File: src/uart_config.svh
// Register map constants for the 16550-style host register block
// Widths are fixed by the register map; changing them breaks the read mux layout
// Addresses 6, 8 and above are unmapped and read as zero
`ifndef UART_CONFIG_SVH
`define UART_CONFIG_SVH

// Bus widths --------------------------------------
`define UART_ADDR_W             4       // Register address
`define UART_DATA_W             8       // Host write byte
`define UART_RD_W               16      // Read word, upper byte always zero

// Register addresses ------------------------------
`define UART_ADR_RBR_THR_DLL    4'h0    // DLAB selects DLL
`define UART_ADR_IER_DLM        4'h1    // DLAB selects DLM
`define UART_ADR_IIR_FCR        4'h2    // IIR on read, FCR on write
`define UART_ADR_LCR            4'h3
`define UART_ADR_MCR            4'h4
`define UART_ADR_LSR            4'h5
`define UART_ADR_SCR            4'h7

// Reset values
`define UART_IER_DEFAULT        8'h00
`define UART_FCR_DEFAULT        8'h00   // FIFO disabled, so both flushes sit high
`define UART_LCR_DEFAULT        8'h00
`define UART_MCR_DEFAULT        8'h00
`define UART_SCR_DEFAULT        8'h00
`define UART_DLL_DEFAULT        8'h00
`define UART_DLM_DEFAULT        8'h00

// Field positions
`define UART_FCR_RXRST_BIT      1       // Rx FIFO flush request
`define UART_FCR_TXRST_BIT      2       // Tx FIFO flush request
`define UART_LCR_DLAB_BIT       7       // Divisor latch access
`define UART_MCR_LOOP_BIT       4       // Loop back

`endif
File: src/uart_pkg.sv
// Shared types for the UART register block
// Address enum covers the mapped registers only; other codes fall to the mux default
`include "uart_config.svh"

package uart_pkg;

    // Register addresses, banked ones named by all their roles
    typedef enum logic [`UART_ADDR_W-1:0] {
        ADR_RBR_THR_DLL = `UART_ADR_RBR_THR_DLL,
        ADR_IER_DLM     = `UART_ADR_IER_DLM,
        ADR_IIR_FCR     = `UART_ADR_IIR_FCR,
        ADR_LCR         = `UART_ADR_LCR,
        ADR_MCR         = `UART_ADR_MCR,
        ADR_LSR         = `UART_ADR_LSR,
        ADR_SCR         = `UART_ADR_SCR
    } reg_addr_e;

    typedef logic [`UART_DATA_W-1:0]   bus_data_t;  // One host byte
    typedef logic [`UART_RD_W-1:0]     rd_data_t;   // Read word
    typedef logic [2*`UART_DATA_W-1:0] divisor_t;   // {DLM, DLL}

endpackage

File: src/uart_regs_top.sv
// Host register block of a 16550-style UART
// Transmitter, receiver, FIFOs and interrupt controller sit outside this block
// No extended FIFO-level registers and no modem status register
`timescale 1ns/1ns
`include "uart_config.svh"

module uart_regs_top (
    input  logic                    WBs_CLK_i,
    input  logic                    WBs_RST_i,
    input  logic [`UART_ADDR_W-1:0] WBs_ADR_i,
    input  logic                    WBs_CYC_i,
    input  logic                    WBs_STB_i,
    input  logic                    WBs_WE_i,
    input  uart_pkg::bus_data_t     WBs_DAT_i,
    output uart_pkg::rd_data_t      WBs_DAT_o,
    output logic                    WBs_ACK_o,
    // Tx
    output logic                    Tx_FIFO_Flush_o,
    output logic                    Tx_FIFO_Push_o,
    output uart_pkg::divisor_t      Tx_Clock_Divisor_o,
    output logic                    Tx_Clock_Divisor_Load_o,
    input  logic                    Tx_Storage_Empty_i,
    input  logic                    Tx_Logic_Empty_i,
    output logic                    Tx_Break_Control_o,
    // Rx
    input  logic                    Rx_FIFO_Empty_i,
    output logic                    Rx_FIFO_Flush_o,
    input  logic                    Rx_FIFO_Push_i,
    output logic                    Rx_FIFO_Pop_o,
    input  uart_pkg::bus_data_t     Rx_FIFO_DAT_i,
    input  logic                    Rx_Data_Ready_i,
    input  logic                    Rx_Overrun_Error_i,
    input  logic                    Rx_Parity_Error_i,
    input  logic                    Rx_Framing_Error_i,
    input  logic                    Rx_Break_Interrupt_i,
    output logic                    Rx_Line_Status_Load_o,
    // Line control, common to Rx and Tx
    output logic                    Rx_Tx_FIFO_Enable_o,
    output logic [1:0]              Rx_Tx_Word_Length_Select_o,
    output logic                    Rx_Tx_Number_of_Stop_Bits_o,
    output logic                    Rx_Tx_Enable_Parity_o,
    output logic                    Rx_Tx_Even_Parity_Select_o,
    output logic                    Rx_Tx_Sticky_Parity_o,
    output logic                    Rx_Tx_Loop_Back_o,
    // Interrupt
    output logic [1:0]              Rx_Trigger_o,
    input  logic                    Interrupt_Pending_i,
    input  logic [2:0]              Interrupt_Identification_i,
    output logic                    Enable_Rx_Data_Avail_Intr_o,
    output logic                    Enable_Tx_Holding_Reg_Empty_Intr_o,
    output logic                    Enable_Rx_Line_Status_Intr_o,
    output logic                    Line_Status_Intr_o,
    output logic                    UART_16550_IIR_Rd_o
);

    uart_pkg::reg_addr_e bus_adr;
    uart_pkg::bus_data_t lcr;
    uart_pkg::bus_data_t scr;
    logic [2:0]          ier;
    logic [3:0]          lsr_err;                   // Sticky error bits
    logic                dlab, lsr_rd;
    logic                ier_wr, fcr_wr, lcr_wr, mcr_wr, scr_wr, dll_wr, dlm_wr;

    assign bus_adr = uart_pkg::reg_addr_e'(WBs_ADR_i);  // Unmapped codes kept as is

    // Line control fields ------------------------------
    assign Rx_Tx_Word_Length_Select_o  = lcr[1:0];
    assign Rx_Tx_Number_of_Stop_Bits_o = lcr[2];
    assign Rx_Tx_Enable_Parity_o       = lcr[3];
    assign Rx_Tx_Even_Parity_Select_o  = lcr[4];
    assign Rx_Tx_Sticky_Parity_o       = lcr[5];
    assign Tx_Break_Control_o          = lcr[6];    // Holds Tx low
    assign Enable_Rx_Data_Avail_Intr_o        = ier[0];
    assign Enable_Tx_Holding_Reg_Empty_Intr_o = ier[1];
    assign Enable_Rx_Line_Status_Intr_o       = ier[2];

    uart_bus_decode u_decode (
        .WBs_CLK_i, .WBs_RST_i, .adr_i(bus_adr), .cyc_i(WBs_CYC_i), .stb_i(WBs_STB_i),
        .we_i(WBs_WE_i), .dlab_i(dlab), .ack_o(WBs_ACK_o), .thr_wr_o(Tx_FIFO_Push_o),
        .ier_wr_o(ier_wr), .fcr_wr_o(fcr_wr), .lcr_wr_o(lcr_wr), .mcr_wr_o(mcr_wr),
        .scr_wr_o(scr_wr), .dll_wr_o(dll_wr), .dlm_wr_o(dlm_wr), .lsr_rd_o(lsr_rd),
        .rbr_pop_o(Rx_FIFO_Pop_o), .iir_rd_o(UART_16550_IIR_Rd_o),
        .div_load_o(Tx_Clock_Divisor_Load_o)
    );

    uart_ctrl_regs u_regs (
        .WBs_CLK_i, .WBs_RST_i, .dat_i(WBs_DAT_i), .ier_wr_i(ier_wr), .fcr_wr_i(fcr_wr),
        .lcr_wr_i(lcr_wr), .mcr_wr_i(mcr_wr), .scr_wr_i(scr_wr), .dll_wr_i(dll_wr),
        .dlm_wr_i(dlm_wr), .dlab_o(dlab), .ier_o(ier), .fifo_enable_o(Rx_Tx_FIFO_Enable_o),
        .rx_trigger_o(Rx_Trigger_o), .lcr_o(lcr), .loop_back_o(Rx_Tx_Loop_Back_o),
        .scr_o(scr), .divisor_o(Tx_Clock_Divisor_o), .rx_flush_o(Rx_FIFO_Flush_o),
        .tx_flush_o(Tx_FIFO_Flush_o)
    );

    uart_line_status u_lsr (
        .WBs_CLK_i, .WBs_RST_i, .fifo_enable_i(Rx_Tx_FIFO_Enable_o),
        .rx_fifo_empty_i(Rx_FIFO_Empty_i), .rx_fifo_push_i(Rx_FIFO_Push_i),
        .rx_fifo_pop_i(Rx_FIFO_Pop_o), .overrun_i(Rx_Overrun_Error_i),
        .parity_i(Rx_Parity_Error_i), .framing_i(Rx_Framing_Error_i),
        .break_i(Rx_Break_Interrupt_i), .lsr_rd_i(lsr_rd),
        .load_o(Rx_Line_Status_Load_o), .err_o(lsr_err), .intr_o(Line_Status_Intr_o)
    );

    uart_read_mux u_rdmux (
        .adr_i(bus_adr), .dlab_i(dlab), .rx_dat_i(Rx_FIFO_DAT_i),
        .dll_i(Tx_Clock_Divisor_o[`UART_DATA_W-1:0]),
        .dlm_i(Tx_Clock_Divisor_o[2*`UART_DATA_W-1:`UART_DATA_W]),
        .ier_i(ier), .fifo_enable_i(Rx_Tx_FIFO_Enable_o),
        .intr_pending_i(Interrupt_Pending_i), .intr_id_i(Interrupt_Identification_i),
        .lcr_i(lcr), .loop_back_i(Rx_Tx_Loop_Back_o), .scr_i(scr),
        .rx_data_ready_i(Rx_Data_Ready_i), .tx_storage_empty_i(Tx_Storage_Empty_i),
        .tx_logic_empty_i(Tx_Logic_Empty_i), .err_i(lsr_err), .rd_dat_o(WBs_DAT_o)
    );

endmodule

File: src/uart_read_mux.sv
// Read data multiplexer
// Combinational on address and register state; upper read byte is always zero
// Address 6 (MSR) and 8 and above read zero
`timescale 1ns/1ns
`include "uart_config.svh"

module uart_read_mux (
    input  uart_pkg::reg_addr_e   adr_i,
    input  logic                  dlab_i,
    input  uart_pkg::bus_data_t   rx_dat_i,
    input  uart_pkg::bus_data_t   dll_i,
    input  uart_pkg::bus_data_t   dlm_i,
    input  logic [2:0]            ier_i,
    input  logic                  fifo_enable_i,
    input  logic                  intr_pending_i,
    input  logic [2:0]            intr_id_i,
    input  uart_pkg::bus_data_t   lcr_i,
    input  logic                  loop_back_i,
    input  uart_pkg::bus_data_t   scr_i,
    input  logic                  rx_data_ready_i,
    input  logic                  tx_storage_empty_i,
    input  logic                  tx_logic_empty_i,
    input  logic [3:0]            err_i,
    output uart_pkg::rd_data_t    rd_dat_o
);

    uart_pkg::bus_data_t rd_byte;
    logic                fifo_data_err;             // LSR bit 7

    assign fifo_data_err = fifo_enable_i & (|err_i[3:1]);

    always_comb
    begin
        case (adr_i)
            uart_pkg::ADR_RBR_THR_DLL : rd_byte = dlab_i ? dll_i : rx_dat_i;
            uart_pkg::ADR_IER_DLM     : rd_byte = dlab_i ? dlm_i : {5'b0, ier_i};
            uart_pkg::ADR_IIR_FCR     : rd_byte = {fifo_enable_i, fifo_enable_i, 2'b0,
                                                   intr_id_i, intr_pending_i};
            uart_pkg::ADR_LCR         : rd_byte = lcr_i;
            uart_pkg::ADR_MCR         : rd_byte = {3'b0, loop_back_i, 4'b0};
            uart_pkg::ADR_LSR         : rd_byte = {fifo_data_err, tx_logic_empty_i,
                                                   tx_storage_empty_i, err_i, rx_data_ready_i};
            uart_pkg::ADR_SCR         : rd_byte = scr_i;
            default                   : rd_byte = '0;  // Unmapped
        endcase
    end

    assign rd_dat_o = {{(`UART_RD_W-`UART_DATA_W){1'b0}}, rd_byte};

endmodule

File: src/uart_line_status.sv
// Sticky line-status errors with clear-on-read
// Parity, framing and break load only on the delayed load pulse; overrun sets directly
// Load pulse trails its source by two cycles and may overlap a new one
`timescale 1ns/1ns

module uart_line_status (
    input  logic        WBs_CLK_i,
    input  logic        WBs_RST_i,
    input  logic        fifo_enable_i,
    input  logic        rx_fifo_empty_i,
    input  logic        rx_fifo_push_i,
    input  logic        rx_fifo_pop_i,
    input  logic        overrun_i,
    input  logic        parity_i,
    input  logic        framing_i,
    input  logic        break_i,
    input  logic        lsr_rd_i,
    output logic        load_o,
    output logic [3:0]  err_o,                      // {break, framing, parity, overrun}
    output logic        intr_o
);

    logic load_src;                                 // New word reaches the FIFO head
    logic load_d1;                                  // First pipeline stage

    // In FIFO mode only a head change carries new status
    assign load_src = fifo_enable_i ? ((rx_fifo_empty_i & rx_fifo_push_i)
                                     | (~rx_fifo_empty_i & rx_fifo_pop_i))
                                    : rx_fifo_push_i;

    always_ff @(posedge WBs_CLK_i or posedge WBs_RST_i)
    begin
        if (WBs_RST_i)
        begin
            load_d1 <= 1'b0;
            load_o  <= 1'b0;
            err_o   <= 4'b0;
        end
        else
        begin
            load_d1  <= load_src;
            load_o   <= load_d1;
            err_o[0] <= overrun_i | (err_o[0] & ~lsr_rd_i);
            // A load replaces the held value, a read clears it
            err_o[1] <= load_o ? parity_i  : (err_o[1] & ~lsr_rd_i);
            err_o[2] <= load_o ? framing_i : (err_o[2] & ~lsr_rd_i);
            err_o[3] <= load_o ? break_i   : (err_o[3] & ~lsr_rd_i);
        end
    end

    assign intr_o = |err_o;                         // Level to the interrupt controller

endmodule

File: src/uart_ctrl_regs.sv
// Host-written control registers: IER, FCR, LCR, MCR, SCR, DLL, DLM
// Flush outputs are high whenever the FIFO is disabled, including after reset
// Only the loop-back bit of MCR is stored
`timescale 1ns/1ns
`include "uart_config.svh"

module uart_ctrl_regs (
    input  logic                  WBs_CLK_i,
    input  logic                  WBs_RST_i,
    input  uart_pkg::bus_data_t   dat_i,
    input  logic                  ier_wr_i,
    input  logic                  fcr_wr_i,
    input  logic                  lcr_wr_i,
    input  logic                  mcr_wr_i,
    input  logic                  scr_wr_i,
    input  logic                  dll_wr_i,
    input  logic                  dlm_wr_i,
    output logic                  dlab_o,
    output logic [2:0]            ier_o,
    output logic                  fifo_enable_o,
    output logic [1:0]            rx_trigger_o,
    output uart_pkg::bus_data_t   lcr_o,
    output logic                  loop_back_o,
    output uart_pkg::bus_data_t   scr_o,
    output uart_pkg::divisor_t    divisor_o,
    output logic                  rx_flush_o,
    output logic                  tx_flush_o
);

    localparam uart_pkg::bus_data_t IER_RST = `UART_IER_DEFAULT;
    localparam uart_pkg::bus_data_t FCR_RST = `UART_FCR_DEFAULT;
    localparam uart_pkg::bus_data_t LCR_RST = `UART_LCR_DEFAULT;
    localparam uart_pkg::bus_data_t MCR_RST = `UART_MCR_DEFAULT;
    localparam uart_pkg::bus_data_t SCR_RST = `UART_SCR_DEFAULT;
    localparam uart_pkg::bus_data_t DLL_RST = `UART_DLL_DEFAULT;
    localparam uart_pkg::bus_data_t DLM_RST = `UART_DLM_DEFAULT;

    logic                rx_rst_q;                  // Self-clearing flush requests
    logic                tx_rst_q;
    uart_pkg::bus_data_t dll_q;
    uart_pkg::bus_data_t dlm_q;

    always_ff @(posedge WBs_CLK_i or posedge WBs_RST_i)
    begin
        if (WBs_RST_i)
        begin
            ier_o         <= IER_RST[2:0];
            fifo_enable_o <= FCR_RST[0];
            rx_trigger_o  <= FCR_RST[7:6];
            rx_rst_q      <= FCR_RST[`UART_FCR_RXRST_BIT];
            tx_rst_q      <= FCR_RST[`UART_FCR_TXRST_BIT];
            lcr_o         <= LCR_RST;
            loop_back_o   <= MCR_RST[`UART_MCR_LOOP_BIT];
            scr_o         <= SCR_RST;
            dll_q         <= DLL_RST;
            dlm_q         <= DLM_RST;
        end
        else
        begin
            if (ier_wr_i)
                ier_o <= dat_i[2:0];                // Rx data, THR empty, line status
            if (fcr_wr_i)
            begin
                fifo_enable_o <= dat_i[0];
                rx_trigger_o  <= dat_i[7:6];
            end
            // Reset bits last one cycle and are never stored
            rx_rst_q <= fcr_wr_i & dat_i[`UART_FCR_RXRST_BIT];
            tx_rst_q <= fcr_wr_i & dat_i[`UART_FCR_TXRST_BIT];
            if (lcr_wr_i)
                lcr_o <= dat_i;
            if (mcr_wr_i)
                loop_back_o <= dat_i[`UART_MCR_LOOP_BIT];
            if (scr_wr_i)
                scr_o <= dat_i;
            if (dll_wr_i)
                dll_q <= dat_i;
            if (dlm_wr_i)
                dlm_q <= dat_i;
        end
    end

    assign dlab_o     = lcr_o[`UART_LCR_DLAB_BIT];  // Banks addresses 0 and 1
    assign divisor_o  = {dlm_q, dll_q};             // Baud x16 divisor
    assign rx_flush_o = ~fifo_enable_o | rx_rst_q;
    assign tx_flush_o = ~fifo_enable_o | tx_rst_q;

endmodule

File: src/uart_bus_decode.sv
// Bus acknowledge and register decode
// A held strobe is acked every other cycle; writes decode in the cycle before ACK
// Reads decode during ACK; pop, IIR-read and divisor-load are delayed one cycle
`timescale 1ns/1ns

module uart_bus_decode (
    input  logic                  WBs_CLK_i,
    input  logic                  WBs_RST_i,
    input  uart_pkg::reg_addr_e   adr_i,
    input  logic                  cyc_i,
    input  logic                  stb_i,
    input  logic                  we_i,
    input  logic                  dlab_i,
    output logic                  ack_o,
    output logic                  thr_wr_o,
    output logic                  ier_wr_o,
    output logic                  fcr_wr_o,
    output logic                  lcr_wr_o,
    output logic                  mcr_wr_o,
    output logic                  scr_wr_o,
    output logic                  dll_wr_o,
    output logic                  dlm_wr_o,
    output logic                  lsr_rd_o,
    output logic                  rbr_pop_o,
    output logic                  iir_rd_o,
    output logic                  div_load_o
);

    logic wr_cyc;                                   // Write, before ACK
    logic rd_cyc;                                   // Read, during ACK
    logic div_wr_ack;                               // Divisor write, during ACK

    assign wr_cyc     = cyc_i & stb_i & we_i & ~ack_o;
    assign rd_cyc     = cyc_i & stb_i & ~we_i & ack_o;
    assign div_wr_ack = cyc_i & stb_i & we_i & ack_o & dlab_i
                      & ((adr_i == uart_pkg::ADR_RBR_THR_DLL) | (adr_i == uart_pkg::ADR_IER_DLM));

    // Write decodes ------------------------------------
    assign thr_wr_o = wr_cyc & (adr_i == uart_pkg::ADR_RBR_THR_DLL) & ~dlab_i;
    assign ier_wr_o = wr_cyc & (adr_i == uart_pkg::ADR_IER_DLM)     & ~dlab_i;
    assign dll_wr_o = wr_cyc & (adr_i == uart_pkg::ADR_RBR_THR_DLL) &  dlab_i;
    assign dlm_wr_o = wr_cyc & (adr_i == uart_pkg::ADR_IER_DLM)     &  dlab_i;
    assign fcr_wr_o = wr_cyc & (adr_i == uart_pkg::ADR_IIR_FCR);   // Not banked
    assign lcr_wr_o = wr_cyc & (adr_i == uart_pkg::ADR_LCR);
    assign mcr_wr_o = wr_cyc & (adr_i == uart_pkg::ADR_MCR);
    assign scr_wr_o = wr_cyc & (adr_i == uart_pkg::ADR_SCR);

    assign lsr_rd_o = rd_cyc & (adr_i == uart_pkg::ADR_LSR);       // Clears sticky errors

    // ACK and delayed pulses ---------------------------
    always_ff @(posedge WBs_CLK_i or posedge WBs_RST_i)
    begin
        if (WBs_RST_i)
        begin
            ack_o      <= 1'b0;
            rbr_pop_o  <= 1'b0;
            iir_rd_o   <= 1'b0;
            div_load_o <= 1'b0;
        end
        else
        begin
            ack_o      <= cyc_i & stb_i & ~ack_o;                  // Drops after one cycle
            // Pop after ACK so the read data holds through the ack cycle
            rbr_pop_o  <= rd_cyc & (adr_i == uart_pkg::ADR_RBR_THR_DLL) & ~dlab_i;
            iir_rd_o   <= rd_cyc & (adr_i == uart_pkg::ADR_IIR_FCR);
            div_load_o <= div_wr_ack;                              // Divisor already updated
        end
    end

endmodule

File: config.mk
export PLATFORM = sky130hd
export DESIGN_NAME = uart_regs_top
export DESIGN_NICKNAME = d
export VERILOG_FILES = /design/src/uart_pkg.sv /design/src/uart_regs_top.sv /design/src/uart_read_mux.sv /design/src/uart_line_status.sv /design/src/uart_ctrl_regs.sv /design/src/uart_bus_decode.sv
export VERILOG_INCLUDE_DIRS = /design/src
export SDC_FILE = /design/constraint.sdc
export NUM_CORES = 1
export LEC_CHECK = 0
export ABC_AREA = 1
export BUFFER_PORTS_ARGS = -buffer_cell sky130_fd_sc_hd__buf_2
export CORE_MARGIN = 3
export CORE_UTILIZATION = 55
export CTS_BUF_LIST = sky130_fd_sc_hd__clkbuf_16
export DETAILED_ROUTE_END_ITERATION = 8
export PLACE_DENSITY = 0.86
export SKIP_LAST_GASP = 1
export SLEW_MARGIN = 30
export SYNTH_ARGS = -nofsm -noshare
export SYNTH_HDL_FRONTEND = slang
export SYNTH_SLANG_ARGS = --single-unit
File: constraint.sdc
create_clock -name WBs_CLK_i -period 2.9 [get_ports WBs_CLK_i]
set_clock_uncertainty 0.2 [all_clocks]
set_input_delay 0.435 -clock WBs_CLK_i [delete_from_list [all_inputs] [get_ports WBs_CLK_i]]
set_output_delay 0.435 -clock WBs_CLK_i [all_outputs]
set_load 0.05 [all_outputs]
==> results.toml <==
[run_status]
status = "finished, final reports clean"

[clocking]
cts_inserted_buffers = 5
root_buffer = "clkbuf_16"
clkSlewWorstSetupHoldPaths_ns = 0.06
htree_levels = 2
cts_buffer_depth = 2
cts_sinks = 51
clk_latency_ns = 0.28
cts_tree = "done"
post_cts_buffers = 0

[final_layout]
drive_above_1_share_pct = 32.2
num_antenna_cells = 0
final_area_um2 = 3420
area_growth_pct = 20.9
nNetsFinal = 481
final_common_cell = "nand2_1"
fillerInstances = 373
layout_common_cells = "nand2_1 (129), buf_2 (84), dfrtp_1 (51), nor2_1 (30), inv_1 (26)"

[logic_synthesis]
synth_edf_count = 0
synth.cell_area_um2 = 2830
yosysTopAreaCellShare_pct = 45.1
synth_top_family_by_area = "simple AND/OR/NAND/NOR gates"
yosysWarnings = 0
synth_area_per_cell_um2 = 7.85
synth_simple_gate_area_share_pct = 36.2
synthArstFlopShare_pct = 100
ys.flop_type = "dfrtp_1"
synth_compound_area_share_pct = 8.76
synth_seq_cells = 51
synth_mux_area_share_pct = 0.354
yosysTopAreaCell = "dfrtp_1"
synth_xor_area_share_pct = 0
synthCells = 360
ys_seq_area_share_pct = 45.1
synth-adder-area-share_pct = 0
synthTopCellsByArea = "dfrtp_1 (45%), nand2_1 (17%), o21ai_2 (5.0%)"
synthDistinctLibCells = 28

[worst_setup_path]
crit_type = "reg2out"
r2r_start = "u_decode.ack_o"
critPathRequiredTime_ns = 2.27
startpoint = "u_regs.lcr_o[7]"
critical_path.max_stage_delay_ns = 0.53
slowest_stage = "dfrtp_1"
worst-path-buf-inv = 2
crit_family = "buffers and inverters"
worst-path-max-fanout = 20
cp-end-kind = "output pin"
worst_path_most_repeated_cell = "nand2_1"
crit_path_start_kind = "flip-flop"
worstPathArrival_ns = 1.83
crit_chain = "buf_4 > nand2_1 > a21oi_1 > nor2_1 > nand2_1 > buf_2"

[detailed_routing]
vias = 2758
vias_per_cell = 5.40
wirelength_um = 7640
wl_per_cell_um = 14.9
firstDrtPassIters = 6
drt_iter0_markers = 324
drc = 0
ant_nets = 0

[floorplan]
die-area_um2 = 6040
rows = 25
die_y_um = 77.7
start_util_pct = 58.3
io_pins = 93
core_um2 = 4850
die_w_um = 77.7

[timing]
fin_worst_hold_slack_ns = 0.160
rsz0062_at_grt = "false"
max_freq_mhz = 406
post-route-min-period_ns = 2.46
tns_ns = 0
period_share_pct = 84.9
setup_violations = 0
final-max-slew-violation-count = 0
hold_violations = 0

[placement]
io_buffers = 84
hpwlAfterDp_um = 5670
globalplace.congestion = 0.941
place_area_um2 = 3250

[global_routing]
grt_use_total_pct = 26.0
grt_pass1_vias = 2604
grt_pass1_wl_um = 12300
overflow = 0
antenna_found_initial = 0
grt_max_degree = 22

[min_path]
hp-start = "u_lsr.load_d1"
hold_class = "reg2reg"

[flow_run]
drv_cap = 0

[power_and_ir_drop]
leakagePower_uw = 0.00198
power_density_nw_per_um2 = 551
vdd_ir_drop_max_v = 0.000461
[state kept, by name, summed over array words and instances, names as in the netlist, 2 cells and up]
signal,count
u_regs.lcr_o,8
u_lsr.err_o,4
u_regs.rx_trigger_o,2
u_regs.dll_q,8
u_regs.dlm_q,8
u_regs.scr_o,8
u_regs.ier_o,3
[cell usage after synthesis, drive strengths merged (2+ instances only)]
| cell type | n |
|---|---|
| or2 | 2 |
| inv | 34 |
| dfrtp | 51 |
| nand3 | 12 |
| nand2 | 140 |
| o21ai | 29 |
| buf | 18 |
| nor2 | 39 |
| nor3 | 3 |
| nand4 | 20 |
| a21oi | 7 |
[cells by family after synthesis]
| kind of cell | count (synthesis) |
|---|---|
| AO/OA/AOI/OAI | 37 |
| buffers and inverters | 54 |
| flip-flops | 51 |
| multiplexers | 1 |
| other | 1 |
| AND/OR/NAND/NOR | 216 |
[report_power, final]
group	switching, uW	total, uW	internal (uW)
clock	247	649	402
sequential	42.1	804	762
combinational	328	431	103
[routing by layer]
layer	global-route usage, %	share of wire (%)	vias to the layer above
met5	0	0	-
met3	6.26	8.4	27
met1	32.9	39	1282
met2	42.2	49	158
met4	11.4	3.7	0
li1	-	-	1291
[worst paths after layout]
path	cells past startpoint	slack [ns]	endpoint
max	6	0.44	WBs_DAT_o[1]
min	0	0.16	u_lsr.load_o
max reg2reg	6	1.23	u_regs.dll_q[3]
min reg2reg	0	0.16	u_lsr.load_o
max in group asynchronous	4	1.47	u_regs.fifo_enable_o
min in group asynchronous	3	0.44	u_regs.lcr_o[6]
[area by class of cell]
cell class	count	area (um2)	share of cell area, %
Multi-Input combinational cell	262	1310	38.3
Sequential cell	51	1280	37.3
Timing Repair Buffer	88	453	13.2
Inverter	35	133	3.88
Clock buffer	5	125	3.66
Tap cell	67	83.8	2.45
Clock inverter	3	38.8	1.13
[per-stage QoR]
stage	std cells	utilization (%)	total power [uW]	setup slack, ns
6_report	511	70.5	1880	0.439
3_3_place_gp	502	66.9	1230	0.594
3_5_place_dp	502	66.9	1240	0.565
5_1_grt	511	70.5	1960	0.334
2_1_floorplan	367	-	1130	0.680
4_1_cts	511	70.5	1890	0.489
[timing repair]
item | CTS | global route
resized for setup | 0 | 0
hold buffers | 1 | 0
setup endpoints to repair | 0 | 0
endpoints found under the hold margin | 12 | 0
No activity file was read; power rests on OpenSTA's default activity.
